===== src/conv_params.svh =====
/* widths, tap count and APB register map of the 3x3 engine
   lines wider than CONV_MAX_WIDTH pixels are not supported */
`ifndef CONV_PARAMS_SVH
`define CONV_PARAMS_SVH

`define CONV_PIX_W      16
`define CONV_COEF_W     16
`define CONV_TAPS       9
`define CONV_MAX_WIDTH  64
`define CONV_COL_W      6
`define CONV_ADDR_W     32
`define CONV_APB_AW     8
`define CONV_SHIFT_W    5

// APB register offsets
`define CONV_REG_CTRL   8'h00
`define CONV_REG_BASE   8'h04
`define CONV_REG_WIDTH  8'h08
`define CONV_REG_QF     8'h0C
`define CONV_REG_FLAGS  8'h10
`define CONV_REG_STATUS 8'h14

`endif


===== src/conv_pkg.sv =====
/* data types of the 3x3 engine; pixels, coefficients and results are signed */
`include "conv_params.svh"

package conv_pkg;

  ////////////////////////////////////////
  // scalar types
  ////////////////////////////////////////

  typedef logic signed [`CONV_PIX_W-1:0]  pixel_t;
  typedef logic signed [`CONV_COEF_W-1:0] coef_t;

  // saturated output sample
  typedef logic signed [`CONV_PIX_W-1:0]  result_t;

  ////////////////////////////////////////
  // window and coefficient sets
  ////////////////////////////////////////

  // tap k = 3*row + col
  // row 0 is the oldest line, col 0 the oldest pixel of the row
  typedef pixel_t [`CONV_TAPS-1:0] window_t;

  // same tap order as window_t, as read from memory words 0..8
  typedef coef_t [`CONV_TAPS-1:0] coef_set_t;

endpackage


===== src/conv_weight_loader.sv =====
/* reads 9 coefficients and a bias, one request outstanding at a time
   a new start while a read is still outstanding is not supported */
`include "conv_params.svh"

module conv_weight_loader (
  input  logic                    clk_fast_i,
  input  logic                    rst_n,
  input  logic                    load_start_i,
  input  logic [`CONV_ADDR_W-1:0] base_addr_i,
  input  logic                    mem_gnt_i,
  input  logic                    mem_rvalid_i,
  input  logic [31:0]             mem_rdata_i,
  output logic                    mem_req_o,
  output logic [`CONV_ADDR_W-1:0] mem_addr_o,
  output conv_pkg::coef_set_t     coefs_o,
  output conv_pkg::coef_t         bias_o,
  output logic                    weights_ready_o,
  output logic                    busy_o,
  output logic                    done_o
);

  typedef enum logic [1:0] {LD_IDLE, LD_REQ, LD_WAIT} ld_state_e;

  ld_state_e              state_q;
  logic [3:0]             word_q;
  logic [`CONV_ADDR_W-1:0] base_q;
  logic                   last_word;
  logic                   store;

  // word 9 is the bias
  assign last_word  = (word_q == 4'(`CONV_TAPS));
  assign store      = (state_q == LD_WAIT) & mem_rvalid_i & ~load_start_i;
  assign mem_req_o  = (state_q == LD_REQ);
  assign mem_addr_o = base_q + (`CONV_ADDR_W'(word_q) << 2);
  assign busy_o     = (state_q != LD_IDLE);

  always_ff @(posedge clk_fast_i or negedge rst_n) begin
    if (!rst_n) begin
      state_q         <= LD_IDLE;
      word_q          <= '0;
      weights_ready_o <= 1'b0;
      done_o          <= 1'b0;
    end else begin
      done_o <= 1'b0;
      if (load_start_i) begin
        state_q         <= LD_REQ;
        word_q          <= '0;
        weights_ready_o <= 1'b0;
      end else begin
        case (state_q)
          LD_REQ:  if (mem_gnt_i) state_q <= LD_WAIT;
          LD_WAIT: if (mem_rvalid_i) begin
            if (last_word) begin
              state_q         <= LD_IDLE;
              weights_ready_o <= 1'b1;
              done_o          <= 1'b1;
            end else begin
              word_q  <= word_q + 4'd1;
              state_q <= LD_REQ;
            end
          end
          default: state_q <= LD_IDLE;
        endcase
      end
    end
  end

  // coefficient storage, low half of each word
  always_ff @(posedge clk_fast_i) begin
    if (load_start_i) base_q <= base_addr_i;
    if (store) begin
      if (last_word) bias_o <= conv_pkg::coef_t'(mem_rdata_i[15:0]);
      else           coefs_o[word_q] <= conv_pkg::coef_t'(mem_rdata_i[15:0]);
    end
  end

endmodule


===== config.mk =====
export PLATFORM = sky130hd
export DESIGN_NAME = conv_weight_loader
export DESIGN_NICKNAME = d
export VERILOG_FILES = /design/src/conv_pkg.sv /design/src/conv_weight_loader.sv
export VERILOG_INCLUDE_DIRS = /design/src /design/src/src
export SDC_FILE = /design/constraint.sdc
export NUM_CORES = 1
export LEC_CHECK = 0
export ABC_CLOCK_PERIOD_IN_PS = 3000
export BUFFER_PORTS_ARGS = -buffer_cell sky130_fd_sc_hd__buf_2
export CORE_ASPECT_RATIO = 2
export CORE_UTILIZATION = 44
export DETAILED_ROUTE_END_ITERATION = 16
export GPL_ROUTABILITY_DRIVEN = 0
export PLACE_DENSITY = 0.85
export SLEW_MARGIN = 20
export SYNTH_ARGS = -nofsm -noshare
export SYNTH_HDL_FRONTEND = slang
export SYNTH_SLANG_ARGS = --single-unit

===== constraint.sdc =====
create_clock -name clk_fast_i -period 3 [get_ports clk_fast_i]
set_input_delay 0.45 -clock clk_fast_i [delete_from_list [all_inputs] [get_ports clk_fast_i]]
set_output_delay 0.45 -clock clk_fast_i [all_outputs]
set_load 0.05 [all_outputs]

==> Word level (Yosys, flattened, before mapping) <==
Cells that the tools add are included.
Widths: inputs -> output; s select.
{ "word_totals": {"inputBits": 69, "regBits": 200, "out_inout_bits": 196, "word_cells": 59} }
{ "op_classes": {"n_addsub": 2, "n_lt_le_gt_ge": 2, "n_bitwise": 4, "n_eq_ne": 6, "reduce_logical": 10, "muxes": 20} }
{ "op_table": {"columns": ["op", "n"], "rows": [
  ["$bwmux 144", 1],
  ["$demux 16 s4", 1],
  ["$add 32x6->32", 1],
  ["$mux 16", 1],
  ["$mux 4", 4],
  ["$mux 1", 9],
  ["$reduce_bool 2->1", 4],
  ["$mux 2", 3],
  ["$ne 3x3->1 const B", 2],
  ["$reduce_and 2->1", 3],
  ["$reduce_and 3->1", 2],
  ["$lt 4x5->1 const B", 1],
  ["$add 4x1->4 const B", 1],
  ["$eq 4x4->1 const B", 1],
  ["$ge 4x1->1 const B", 1],
  ["$pmux 2 s2", 1],
  ["$and 1x1->1", 2],
  ["$eq 2x1->1 const B", 1],
  ["$eq 2x2->1 const B", 1],
  ["$ne 2x2->1 const B", 1],
  ["$not 1->1", 2],
  ["$logic_and 1x1->1", 1]
]} }

==> Depth between registers and ports, before layout <==
{ "depth": {"depth_word": 5, "mapped_depth": 8, "depth_no_buf": 7} }

==> Worst setup path after synthesis <==
OpenSTA, ideal clock, no wires.
{ "synth_path": {"path_kind": "reg2out", "from": "register word_q[0]", "to": "output mem_addr_o[28]", "path_buffers": 1, "t_arrival_ns": 2.558, "slack_ns": -0.008, "required_ns": 2.550, "path_stages_with_launch": 9, "path_cell_list": "dfrtp_1 -> ha_1 -> inv_1 -> fa_1 -> nand2b_1 -> a21oi_1 -> buf_2 -> nand4_1 -> xnor2_1"} }
{ "synth_via": {"elab_chain_cells": 1} }
{ "synth_rtl": {"columns": ["element", "line", "rtl"], "rows": [
  ["start, declared", "conv_weight_loader.sv:25", "logic [3:0] word_q;"],
  ["start signal, assigned", "conv_weight_loader.sv:58", "word_q <= word_q + 4'd1;"],
  ["$add 32x6->32", "conv_weight_loader.sv:34", "assign mem_addr_o = base_q + (`CONV_ADDR_W'(word_q) << 2);"],
  ["end, declared", "conv_weight_loader.sv:14", "output logic [`CONV_ADDR_W-1:0] mem_addr_o,"]
]} }
Every way passes these cells.

==> Final worst setup path <==
{ "layout_path": {"from": "register word_q[0]", "to": "output mem_addr_o[26]"} }
Same word-level chain as after synthesis.

==> summary.md <==
| Metric | Value |
|---|---|
| Die X | 90.8 um |
| Vias per cell | 4.93 |
| Per-cell routed wire length | 18.3 um |
| Post-Syn Area | 0.00694 sq mm |
| Relative slew slack | 0.542 |
| Post-Syn Nets | 420 |
| Clk_lat worst skew | 430 ps |
| Placed insts | 795 |
| Die H | 180 um |
| Largest cells by area after synthesis | edfxtp_1, xnor2_1, dfrtp_1, ha_1, nand4_1 |
| Synth cell count leaders | edfxtp_1, xnor2_1, nand4_1 |
| Count of yosys warnings during synthesis | 0 |
| Starting Density | 0.451 |
| Largest net degree at the start of global routing | 41 |
| Final setup viols | 0 |
| Main synth FF type | edfxtp_1 |
| Most instantiated library cell after synthesis | edfxtp_1 |
| Total Routing Usage GR | 0.191 |
| Synthesized instance count | 342 |
| Remaining Overflow, GRT | 0 |
| Top cell type's share of synthesized area | 0.831 |
| Initial DRT Pass Iterations | 4 |
| CTS buffer count | 17 |
| Pre-CTS setup slack | 289 ps |
| Clk sink count | 200 |
| Share of cells above drive strength 1 | 0.494 |
| CTS tree | built |
| Flops & latches, synth | 200 |
| Net count reported at finish | 698 |
| IO Count | 265 |
| Dpl hpwl | 10.7 mm |
| Wirelength, routed | 15.2 mm |
| Max-slew violation total from the final report | 0 |
| Final Critical Period | 2880 ps |
| Max Fclk | 0.347 GHz |
| Status | complete, no violations |
| Crit-path max FO | 7 |
| WS Path Type | reg -> out |
| Fin area | 0.00927 sq mm |
| Seq/Total Area, Yosys | 0.860 |
| Post-DP Area | 0.00854 sq mm |
| Critical Path Sink Type | output pin |
| # H-tree levels | 4 |
| Gate power share | 0.058 |
| P per Cell Area | 620 mW/mm^2 |
| Tcrit/Tclk final | 0.960 |
| Post-Layout Cell Count | 830 |
| Switching part of the total | 0.214 |
| IO buf count | 248 |
| DR vias | 4090 |
| Remaining antenna violation count after routing | 0 |
| Critical Path AT | 2430 ps |
| Clock Path Buffers | 2 |
| Antenna diodes | 0 |
| Internal Pwr Total | 4.52 mW |
| Reg power frac | 0.546 |
| Post-Syn Area per Cell | 20.3 sq um |
| Tightest Hold Check Type | in -> reg |
| 1st-iter DRT viols | 203 |
| Worst slew pin tran | 683 ps |
| Register area | 0.00597 sq mm |
| Worst Path Required | 2550 ps |
| Max-cap viol count | 0 |
| P_leak | 3.61 nW |
| EDFF count, synth | 192 |
| First-pass GRT wire length | 22.6 mm |
| Full die area | 0.0163 sq mm |
| Footprint of the multi-input gates | 987 sq um |
| Core ar. | 0.0154 sq mm |
| Row count | 64 |
| Clock slew at reported path FFs | 70 ps |
| Hold Violations, Final | 0 |
| Synth area leader | edfxtp_1 |
| RSZ-0062 raised after global routing | no |
| Clk_skew | 10.2 ps |
| Max rail drop VDD | 427 uV |
| Clock network fraction of design power | 0.396 |
| Startpoint Class | flop |
| Fillers | 1147 |
| Ys async rst share | 0.0400 |
| Initial antenna violation count | 0 |
| Area delta synth->final | 33.7% |
| Vias in the first global route | 4199 |
| Clock Tree Root | clkbuf_16 |
| Netlist cell types | 35 |
| Residual DRC | 0 |
| Setup TNS | 0 ps |
| Switching Power | 1.23 mW |
| Worst Slack Setup Final | 121 ps |
-- metrics by stage --
step	power, mW	hold WS [ps]	utilization
global placement	3.50	301	0.556
floorplan	3.39	154	-
global route	5.90	170	0.603
detailed placement	3.51	297	0.556
finish	5.74	191	0.603
CTS	5.79	167	0.600
-- cells in the final DEF, fill, tap and decap left out, types with 3 or more instances in the layout --
cell type and count:
a21oi_1 3, and2_1 10, and3_1 5, buf_2 235
buf_4 21, buf_6 6, bufinv_16 3, clkbuf_16 17
clkbuf_4 3, clkinv_2 3, dfrtp_1 5, dfrtp_2 3
edfxtp_1 192, ha_1 6, inv_1 9, inv_6 3
nand2_1 9, nand3_1 10, nand4_1 16, nor2_1 10
xnor2_1 24, xnor2_2 4
-- layout make-up --
type	instances	share of cell area
Inverter	9	0.00364
Sequential cell	200	0.644
Timing Repair Buffer	266	0.155
Tap cell	198	0.0267
Multi-Input combinational cell	126	0.106
Clock inverter	14	0.0188
Clock buffer	17	0.0459
-- power by group through the flow --
stage	logic [mW]	registers, mW	clock network [mW]
6_report	0.334	3.14	2.27
5_1_grt	0.352	3.14	2.41
4_1_cts	0.330	3.14	2.33
3_5_place_dp	0.316	3.20	0
3_3_place_gp	0.309	3.19	0
2_1_floorplan	0.196	3.19	0
-- final timing paths --
check	from	endpoint	slack (ps)	cells after the start
min in group asynchronous	rst_n	word_q[3]	390	2
worst max-delay path	word_q[0]	mem_addr_o[26]	120	9
worst min register to register	weights_ready_o	weights_ready_o	500	1
max in group asynchronous	rst_n	word_q[2]	2430	2
worst max register to register	word_q[0]	coefs_o[131]	870	6
worst min-delay path	base_addr_i[21]	base_q[21]	190	1
-- flip-flops by register name, indices dropped and copies added, names as in the netlist --
| register | flops |
|---|---|
| coefs_o | 144 |
| bias_o | 16 |
| base_q | 32 |
| word_q | 4 |
| state_q | 2 |
| done_o | 1 |
| weights_ready_o | 1 |
-- critical path, cell delays in order, from the launching register on --
cell and delay, ps:
dfrtp_2 420, ha_4 150, inv_1 60, fa_2 380
nand2b_4 160, a21oi_4 150, buf_6 160, nand4_1 150
xnor2_2 190, buf_6 180
-- cell families (layout without fill, tap and decap cells) --
| group | count (synthesis) | count (layout) | synth area share |
|---|---|---|---|
| fa+ha+maj | 9 | 9 | 0.0173 |
| buf+inv | 16 | 306 | 0.0112 |
| mux | 1 | 1 | 0.00144 |
| flops | 200 | 200 | 0.860 |
| xor+xnor | 30 | 30 | 0.0379 |
| simple gates | 74 | 74 | 0.0615 |
| compound gates | 12 | 12 | 0.0106 |
-- layer usage --
layer,global-route usage,vias up,routed length [um]
li1,-,1866,-
met1,0.182,1982,5230
met2,0.365,214,8660
met3,0.0478,28,914
met4,0.0984,0,417
met5,0,-,0
-- what timing repair did --
item / CTS / global route
buffers inserted: 0 / 2
hold buffers: 1 / 0
cloned: 1 / 0
gates resized for setup: 25 / 7
endpoints found under the setup margin: 12 / 17
pin swaps: 3 / 4
endpoints found under the hold margin: 8 / 0
Note: power is estimated with default switching activity, not from simulation.
