--- src/stream_skid_buffer.sv ---
/* two-entry valid/ready stage; in_ready_o is the registered out_ready_i,
   so it is low after reset and until the consumer signals ready */
module stream_skid_buffer #(
  parameter type payload_t = logic [7:0]
) (
  input  logic     clk_fast_i,
  input  logic     rst_n,
  input  logic     in_valid_i,
  input  payload_t in_data_i,
  input  logic     out_ready_i,
  output logic     in_ready_o,
  output logic     out_valid_o,
  output payload_t out_data_o
);

  payload_t skid_data_q;
  logic     skid_valid_q;
  logic     in_fire, main_free, main_ld_skid, main_ld_in, skid_ld;

  assign in_fire      = in_valid_i & in_ready_o;
  assign main_free    = ~out_valid_o | out_ready_i;
  assign main_ld_skid = main_free & skid_valid_q;
  assign main_ld_in   = main_free & ~skid_valid_q & in_fire;
  // item taken in the cycle the consumer dropped ready
  assign skid_ld      = in_fire & ~main_ld_in;

  always_ff @(posedge clk_fast_i or negedge rst_n) begin
    if (!rst_n) begin
      in_ready_o   <= 1'b0;
      out_valid_o  <= 1'b0;
      skid_valid_q <= 1'b0;
    end else begin
      in_ready_o   <= out_ready_i;
      out_valid_o  <= ~main_free | skid_valid_q | in_fire;
      skid_valid_q <= skid_ld | (skid_valid_q & ~main_free);
    end
  end

  always_ff @(posedge clk_fast_i) begin
    if (main_ld_skid)    out_data_o <= skid_data_q;
    else if (main_ld_in) out_data_o <= in_data_i;
    if (skid_ld) skid_data_q <= in_data_i;
  end

endmodule

--- config.mk ---
export PLATFORM = sky130hd
export DESIGN_NAME = stream_skid_buffer
export DESIGN_NICKNAME = d
export VERILOG_FILES = /design/src/stream_skid_buffer.sv
export SDC_FILE = /design/constraint.sdc
export NUM_CORES = 1
export LEC_CHECK = 0
export BUFFER_PORTS_ARGS = -buffer_cell sky130_fd_sc_hd__buf_2
export CORE_MARGIN = 1.5
export CORE_UTILIZATION = 40
export CTS_CLUSTER_DIAMETER = 60
export DETAILED_ROUTE_END_ITERATION = 16
export MAX_ROUTING_LAYER = met4
export PLACE_DENSITY = 0.72
export SYNTH_ARGS = -nofsm -noshare
export SYNTH_HDL_FRONTEND = slang
export SYNTH_SLANG_ARGS = --single-unit
--- constraint.sdc ---
create_clock -name clk_fast_i -period 1.68 [get_ports clk_fast_i]
set_input_delay 0.168 -clock clk_fast_i [delete_from_list [all_inputs] [get_ports clk_fast_i]]
set_output_delay 0.168 -clock clk_fast_i [all_outputs]
set_load 0.05 [all_outputs]
# Word-level counts from Yosys, hierarchy flattened
# Cells that the tools add are included.
[word_totals]
register_bits = 19
word_cells = 22
latchBits = 0
out_inout_bits = 10
n_memories = 0
input_bits = 12
rom_bits = 0
mem_bits_rw = 0
[op_classes]
addsub = 0
bitwise_logic = 14
n_eq_ne = 0
n_reduce_logical = 1
shift = 0
mux = 2
n_div = 0
magnitude_cmp = 0
n_mul = 0
[ops]
columns = ["cell", "count"]
rows = [
  ["$mux W8", 2],
  ["$and A1 B1 Y1", 6],
  ["$not A1 Y1", 4],
  ["$or A1 B1 Y1", 4],
  ["$reduce_bool A2 Y1", 1],
]

# Depth between registers and ports, before layout
# Gate-level depths: netlist of the first run.
[depth]
depth_word = 7
ltp_mapped = 3
ltp_nobuf = 3

# Worst setup path after synthesis of the first run
# OpenSTA, ideal clock, no wires.
[synth_timing]
kind = "register to register"
start = "register out_valid_o"
end = "register out_data_o[0] (netlist bit), enable pin"
stages_incl_launch_ff = 3
arrival_ps = 1232
t_required_ps = 1310
setup_ps = 370
setup_slack_ps = 77
path_buffers = 0
period_less_slack_ps = 1603
cell_sequence = "dfrtp_1 > and2b_4 > nor2_1"
[synth_via]
elab_chain_len = 5
elab_cells_between_ends = 6
cone_classes = "bitwise (5); reduce/logical (1)"
[synth_lines]
columns = ["element", "line_no", "rtl"]
rows = [
  ["from (decl)", "12", "output logic out_valid_o,"],
  ["from (signal assigned)", "34", "out_valid_o <= ~main_free | skid_valid_q | in_fire;"],
  ["$not A1 Y1 *", "21", "assign main_free = ~out_valid_o | out_ready_i;"],
  ["$or A1 B1 Y1 *", "21", ""],
  ["$and A1 B1 Y1 (2 in series)", "23", "assign main_ld_in = main_free & ~skid_valid_q & in_fire;"],
  ["$reduce_bool A2 Y1 (no line) *", "--", ""],
  ["to (signal assigned)", "40", "if (main_ld_skid) out_data_o <= skid_data_q;"],
  ["to (signal assigned)", "41", "else if (main_ld_in) out_data_o <= in_data_i;"],
  ["to (decl)", "13", "output payload_t out_data_o"],
]
# Mark *: on every way between the ends. The rest lies on a longest branch, timed or not.
# A chain may end at the register's enable or synchronous reset.

# Worst setup path after layout of the first run
[layout_timing]
start = "input out_ready_i"
end = "register skid_data_q[1] (netlist bit), enable pin"
[layout_via]
elab_chain_len = 5
[layout_lines]
columns = ["element", "line_no", "rtl"]
rows = [
  ["from (decl)", "10", "input logic out_ready_i,"],
  ["$or A1 B1 Y1", "21", ""],
  ["$and A1 B1 Y1 (2 in series)", "23", ""],
  ["$not A1 Y1", "25", "assign skid_ld = in_fire & ~main_ld_in;"],
  ["$and A1 B1 Y1", "25", ""],
  ["via skid_ld", "18", "logic in_fire, main_free, main_ld_skid, main_ld_in, skid_ld;"],
  ["to (signal assigned)", "42", "if (skid_ld) skid_data_q <= in_data_i;"],
  ["to (decl)", "16", "payload_t skid_data_q;"],
]
# The timed path passes the listed nets, and every way through them passes these cells.

==> metrics, run 1 <==
max-capacitance violation count=0; post-cts resize count=0; vias in the first global route=382; 1st-iter DRT viols=14; TritonCTS clock tree=yes; Fin Hold WS=70.3 ps; Worst EP required=1650 ps; Slew Viols, Final=0; #FFs+latches synth=19; RSZ-0062 raised after global routing=no; Pre-Repair DR Iteration Count=3; layout cells sized above 1=0.571; die area=2120 um^2; commonest cells after routing, fill and taps aside=buf_2 (21), edfxtp_1 (16), mux2_4 (8), clkbuf_4 (3), dfrtp_1 (3); status=finished, final reports clean; Peak VDD IR=0.000437 V; sequential share of the synthesized area=0.750; Hold Path Sink=skid_data_q[2]$_DFFE_PP_; Max Freq=686 MHz; Switching Power=0.253 mW; final worst-path cycle share=0.867; fill cell count=149; sw frac=0.265; hold path depth=1; post-route DRC violation count=0; Crit. End Element=flip-flop; Tmin final=1460 ps; commonest non-fill, non-tap cell in the layout=buf_2; CP Launch Type=input pin; ANT nets after route=0; Mapped Cells=35; slew at the pin closest to its max-slew limit=333 ps; H-tree Lvls=1; Worst Hold Class=input pin to flip-flop; R2R Path End=skid_data_q[1]$_DFFE_PP_; core area=1730 um^2; Syn. warnings=0; worst skew pair latency=290 ps; Logic pwr share=0.186; setup slack, reg-to-reg=420 ps; power per cell area=1030 nW/um^2; GRT Resource Usage Total=0.118; FP Rows=15; crit path from=out_ready_i; clock share of power=0.229; clock root buffer=clkbuf_4; Syn Area/Cell=21.2 um^2; crit-path max FO=9; syn_nets=47; Pleak=0.421 nW; Min-Delay Startpoint=in_data_i[2]; R2R Path Start=out_valid_o$_DFF_PN0_; Post-Route WL=1.09 mm; buffers added on ports=21; Pint=0.704 mW; synth-to-layout area growth=25.7%; Setup TNS=0 ps; total gr overflow=0; Placer Congestion=0.727; I/O pin cnt=22; depth of the worst register-to-register path=2; Hold Vio Cnt, Final=0; largest net degree at the start of global routing=11; wire per inst=12.3 um; # setup viols final=0; distinct cell type count after synthesis=11; Slew HR=0.778; die height=46.0 um; clock-pin slew on the worst setup and hold paths=100 ps; clock skew=1.67 ps; clock sinks=19; synthesized area=741 um^2; Clock Path Buffers=2; DIE WIDTH=46.0 um; Num CTS Buffers=3; antenna violations before repair=0; Initial Utilization=0.429; Setup Crit Path Kind=input pin to flip-flop; first-pass GRT wire length=1.62 mm; register share of total power=0.585; antenna cell count=0; Nets=76; via count=396; vias per cell=4.50; Worst EP arrival=1420 ps
[worst max-delay path by stage]
stage / slack (ps) / endpoint / cells past startpoint
after floorplan: 80 / out_data_o[0]$_DFFE_PP_ / 2
after global placement: 470 / skid_data_q[6]$_DFFE_PP_ / 2
after detailed placement: 440 / skid_data_q[6]$_DFFE_PP_ / 2
after CTS: 240 / skid_data_q[1]$_DFFE_PP_ / 4
after global routing: 170 / skid_data_q[1]$_DFFE_PP_ / 4
final: 220 / skid_data_q[1]$_DFFE_PP_ / 4
[what timing repair did]
action                    CTS  global route
hold endpoints to repair    4             0
hold buffers                2             0
buffers inserted            0             0
[cell usage after synthesis]
master | n | area [um^2]
nand2_4 | 1 | 11.3
edfxtp_1 | 16 | 480
o211a_1 | 1 | 10.0
and2b_4 | 1 | 10.0
a21o_1 | 1 | 7.51
dfrtp_1 | 3 | 75.1
a21oi_1 | 1 | 5.00
mux2_4 | 8 | 120
nand2b_4 | 1 | 13.8
nor2_1 | 1 | 3.75
nand2_1 | 1 | 3.75
[stage by stage]
stage / util / setup slack, ps / instances / area (um^2) / total power, mW
6_report: 0.539 / 223 / 88 / 931 / 0.957
5_1_grt: 0.539 / 168 / 88 / 931 / 0.993
3_5_place_dp: 0.512 / 441 / 82 / 885 / 0.746
4_1_cts: 0.539 / 240 / 88 / 931 / 0.967
2_1_floorplan: - / 77.1 / 35 / 741 / 0.699
3_3_place_gp: 0.512 / 471 / 82 / 885 / 0.742
[metal layers]
metal,up-vias,global-route usage,wire (um)
li1,190,-,-
met1,192,0.133,453
met2,12,0.183,584
met3,2,0.0357,44
met4,0,0.0686,4
met5,-,-,0
[flip-flops by register name (all words and copies together), names as in the netlist]
| name | flops |
|---|---|
| out_valid_o | 1 |
| skid_valid_q | 1 |
| out_data_o | 8 |
| in_ready_o | 1 |
| skid_data_q | 8 |
[critical path: stages]
cell,delay [ps]
dlygate4sd3_1,530
buf_2,130
and2b_4,250
o211a_1,340
[power by group through the flow]
| stage | clock, mW | combinational, mW | sequential (mW) |
|---|---|---|---|
| finish | 0.219 | 0.178 | 0.560 |
| CTS | 0.229 | 0.179 | 0.560 |
| detailed placement | 0 | 0.175 | 0.571 |
| global route | 0.240 | 0.189 | 0.564 |
| floorplan | 0 | 0.0579 | 0.641 |
| global placement | 0 | 0.173 | 0.569 |
[cells by family after synthesis]
logic type	share of synthesized area
simple gates	0.0574
mux	0.162
flops	0.750
compound gates	0.0304
[cell type report]
| cell class | instances | area (um^2) | area share |
|---|---|---|---|
| clock buffer | 4 | 26.3 | 0.0282 |
| sequential | 19 | 556 | 0.597 |
| timing repair buffer | 24 | 133 | 0.142 |
| multi-input combinational | 16 | 185 | 0.199 |
| tap | 25 | 31.3 | 0.0336 |
Power figures use the tool's default switching activity.
==> inputs of run 2 (changes only) <==
clock period = 1.71 ns   (was 1.68 ns; I/O delays follow)
==> run 2 against run 1 <==
Against the previous run: clock skew is 4.9 ps higher; power is 2.7% lower; critical path depth is 2 lower; via count is 3.5% lower; hold slack worse by 58 ps; combinational power is 3% lower; count of clock-buffer cells in the layout stayed put; critical path type is now flip-flop to flip-flop; largest cell class unchanged; largest power group unchanged; highest routed layer unchanged.
==> metrics, run 2 (synthesis gave the netlist of run 1 again) <==
buffers added on ports=21; antenna violations before repair=0; sw frac=0.259; worst skew pair latency=280 ps; ANT nets after route=0; final std cells w/o fill=87; Setup TNS=0 ps; power per cell area=1010 nW/um^2; placed cell count=82; Crit. End Element=flip-flop; die height=46.0 um; wire per inst=10.5 um; register area=556 um^2; Pint=0.690 mW; Worst Hold Class=input pin to flip-flop; 1st-iter DRT viols=16; Initial Utilization=0.429; vias in the first global route=354; RSZ-0062 raised after global routing=no; via count=382; clock sinks=19; Post-Route WL=914 um; CP Launch Type=flip-flop; clock skew=6.59 ps; post-route DRC violation count=0; total area of multi-input combinational cells=185 um^2; # setup viols final=0; crit-path max FO=9; H-tree Lvls=1; slew at the pin closest to its max-slew limit=327 ps; first-pass GRT wire length=1.39 mm; Setup Crit Path Kind=flip-flop to flip-flop; fill cell count=136; FP Rows=15; I/O pin cnt=22; largest net degree at the start of global routing=11; clock-pin slew on the worst setup and hold paths=100 ps; DIE WIDTH=46.0 um; Pre-Repair DR Iteration Count=4; Max Freq=797 MHz; clock share of power=0.225; status=finished, final reports clean; hold path depth=1; Pleak=0.417 nW; Placer Congestion=0.719; commonest cells after routing, fill and taps aside=buf_2 (21), edfxtp_1 (16), mux2_4 (8), clkbuf_4 (3), dfrtp_1 (3); Logic pwr share=0.185; Hold Vio Cnt, Final=0; Tmin final=1250 ps; Worst EP arrival=1210 ps; Worst EP required=1670 ps; register share of total power=0.590; Nets=75; depth of the worst register-to-register path=2; GRT Resource Usage Total=0.0986; Slew Viols, Final=0; clock root buffer=clkbuf_4; Final Util=0.533; layout cells sized above 1=0.581; core area=1730 um^2; top flop regs=out_data_o: 8 flops, skid_data_q: 8 flops; Switching Power=0.241 mW; TritonCTS clock tree=yes; synth-to-layout area growth=24.3%; vias per cell=4.39; total gr overflow=0; antenna cell count=0; Num CTS Buffers=3; Clock Path Buffers=2; commonest non-fill, non-tap cell in the layout=buf_2; die area=2120 um^2; Slew HR=0.782; final worst-path cycle share=0.734; max-capacitance violation count=0; DP HPWL=741 um; Peak VDD IR=0.000604 V
-- run 2: cell types whose count changed in the layout (fill, tap and decap cells not counted) --
cell | previous run | this run
dlygate4sd3_1 | 2 | 1
-- run 2: what timing repair did --
action / 4_1_cts / 5_1_grt
hold buffers: 1 / 0
setup buffers: 0 / 0
hold endpoints to repair: 3 / 0
resized for setup: 0 / 0
-- run 2: path summary, 6_finish.rpt --
kind	start	endpoint	slack (ps)
max in group asynchronous	rst_n	skid_valid_q$_DFF_PN0_	1410
min reg2reg	skid_data_q[7]$_DFFE_PP_	out_data_o[7]$_DFFE_PP_	550
min	out_ready_i	in_ready_o$_DFF_PN0_	10
min in group asynchronous	rst_n	out_valid_o$_DFF_PN0_	190
max reg2reg	out_valid_o$_DFF_PN0_	skid_data_q[6]$_DFFE_PP_	460
max	out_valid_o$_DFF_PN0_	skid_data_q[6]$_DFFE_PP_	460
-- run 2: power by group through the flow --
stage	combinational (mW)	clock, mW	sequential (mW)
floorplan	0.0568	0	0.630
global placement	0.170	0	0.559
detailed placement	0.172	0	0.560
CTS	0.173	0.217	0.549
global route	0.183	0.227	0.554
finish	0.172	0.209	0.549
-- run 2: layout make-up --
class	count	share of cell area
sequential	19	0.603
multi-input combinational	16	0.201
timing repair buffer	23	0.133
tap	25	0.0340
clock buffer	4	0.0285
-- run 2: critical path: stages (launching register included) --
cell,delay (ps)
dfrtp_1,410
and2b_4,180
o211a_1,340
-- run 2: through the flow --
stage | instance area (um^2) | setup WS (ps) | hold slack, ps | power (mW)
2_1_floorplan | 741 | 107 | -125 | 0.687
3_3_place_gp | 885 | 504 | -29.3 | 0.730
3_5_place_dp | 885 | 475 | -30.8 | 0.732
4_1_cts | 921 | 459 | 6.19 | 0.940
5_1_grt | 921 | 403 | 5.91 | 0.963
6_report | 921 | 455 | 12.1 | 0.931
-- run 2: per-layer routing --
metal  up-vias  track usage  part of all wire
li1        186            -                 -
met1       182        0.105              0.43
met2        12        0.158              0.52
met3         2       0.0357             0.038
met4         0       0.0514            0.0044
met5         -            -                 0
==> inputs of run 3 (changes only) <==
PLACE_DENSITY = 0.75   (was 0.72)
clock period = 1.1 ns   (was 1.71 ns; I/O delays follow)
==> run 3 against run 2 <==
Against the previous run: the flow now finishes with violations (setup timing); via count is 12% higher; cell area rose by 14%; sequential share of layout area is 6.9 points lower; flip-flop and latch count stayed put; largest cell class unchanged.
==> metrics, run 3 (synthesis gave the netlist of run 1 again) <==
Initial Utilization=0.429; clock-pin slew on the worst setup and hold paths=110 ps; FP Rows=15; commonest cells after routing, fill and taps aside=buf_2 (20), edfxtp_1 (16), dlygate4sd3_1 (9), mux2_4 (8); top flop regs=out_data_o: 8 flops, skid_data_q: 8 flops; Clock Path Buffers=2; Max Freq=840 MHz; post-route total power=1.52 mW; die area=2120 um^2; via count=428; die height=46.0 um; Worst Hold Class=input pin to flip-flop; Crit. End Element=flip-flop; register area=559 um^2; Tmin final=1190 ps; final instance area=1050 um^2; GRT Resource Usage Total=0.126; worst skew pair latency=300 ps; # setup viols final=25; buffers added on ports=21; Nets=83; antenna violations before repair=0; max-capacitance violation count=0; Post-Route WL=1.09 mm; total gr overflow=0; layout cells sized above 1=0.600; RSZ-0062 raised after global routing=yes; post-route DRC violation count=0; Slew Viols, Final=0; Hold Vio Cnt, Final=0; wire per inst=11.5 um; first-pass GRT wire length=1.70 mm; final worst-path cycle share=1.08; H-tree Lvls=1; Peak VDD IR=0.000955 V; largest net degree at the start of global routing=13; core area=1730 um^2; CP Launch Type=flip-flop; setup bufs post-CTS=0; Pre-Repair DR Iteration Count=2; TritonCTS clock tree=yes; slew at the pin closest to its max-slew limit=318 ps; Placer Congestion=0.633; ANT nets after route=0; Setup Crit Path Kind=flip-flop to flip-flop; Worst EP required=1150 ps; commonest non-fill, non-tap cell in the layout=buf_2; I/O pin cnt=22; antenna cell count=0; vias in the first global route=387; Num CTS Buffers=3; 1st-iter DRT viols=9; Final WS setup=-90.3 ps; clock sinks=19; DP HPWL=816 um; Pleak=0.443 nW; fill cell count=142; DIE WIDTH=46.0 um; clock skew=11.2 ps; status=finished, violations left; Worst EP arrival=1240 ps; synth-to-layout area growth=41.2%; vias per cell=4.51; violated checks=setup timing; crit-path max FO=8; pre-CTS setup slack=-93.0 ps; Slew HR=0.788; power per cell area=1460 nW/um^2; clock root buffer=clkbuf_4; Setup TNS=-1500 ps; placed inst area=911 um^2; total area of multi-input combinational cells=209 um^2
run 3: cell types whose count changed in the layout (fill, tap and decap cells not counted), sizes merged:
cell | before | now
dlygate4sd3 | 1 | 9
clkbuf | 4 | 3
clkinvlp | 0 | 1
run 3: area by class of cell:
type	instances	share of cell area
sequential	19	0.535
timing repair buffer	31	0.207
multi-input combinational	16	0.200
tap	25	0.0299
clock buffer	3	0.0215
clock inverter	1	0.00718
run 3: worst paths after layout:
check,start,end,slack [ps],cells past startpoint
setup / recovery,out_valid_o$_DFF_PN0_,out_data_o[3]$_DFFE_PP_,-90,3
hold / removal,in_data_i[4],skid_data_q[4]$_DFFE_PP_,10,1
setup reg to reg,out_valid_o$_DFF_PN0_,out_data_o[3]$_DFFE_PP_,-90,3
hold reg to reg,skid_data_q[1]$_DFFE_PP_,out_data_o[1]$_DFFE_PP_,560,1
max in group asynchronous,rst_n,skid_valid_q$_DFF_PN0_,860,2
min in group asynchronous,rst_n,out_valid_o$_DFF_PN0_,110,2
run 3: critical path: stages (launching register included):
cell and delay [ps]:
dfrtp_2 450, nand2b_4 100, nand2_8 90, mux2_4 300
run 3: routing by layer:
layer	wire (um)	up-vias	track usage	share of wire
li1	-	205	-	-
met1	458	201	0.138	0.42
met2	542	17	0.194	0.50
met3	65	5	0.0476	0.060
met4	21	0	0.0686	0.019
met5	0	-	-	0
run 3: where the power goes:
group	internal (mW)	total, mW	switching (mW)
Clock	0.139	0.353	0.215
Combinational	0.125	0.311	0.186
Sequential	0.838	0.859	0.0212
run 3: metrics by stage:
stage               hold slack [ps]   util  std cells
CTS                            2.43  0.600         94
finish                         10.3  0.606         95
detailed placement            -90.9  0.528         82
floorplan                      -186      -         35
global route                   10.8  0.606         95
global placement              -93.7  0.528         82
run 3: timing repair:
| item | in CTS | in global routing |
|---|---|---|
| pin swaps | 1 | 0 |
| endpoints found under the setup margin | 27 | 27 |
| endpoints found under the hold margin | 10 | 1 |
| hold buffers | 8 | 1 |
| gates resized for setup | 5 | 0 |
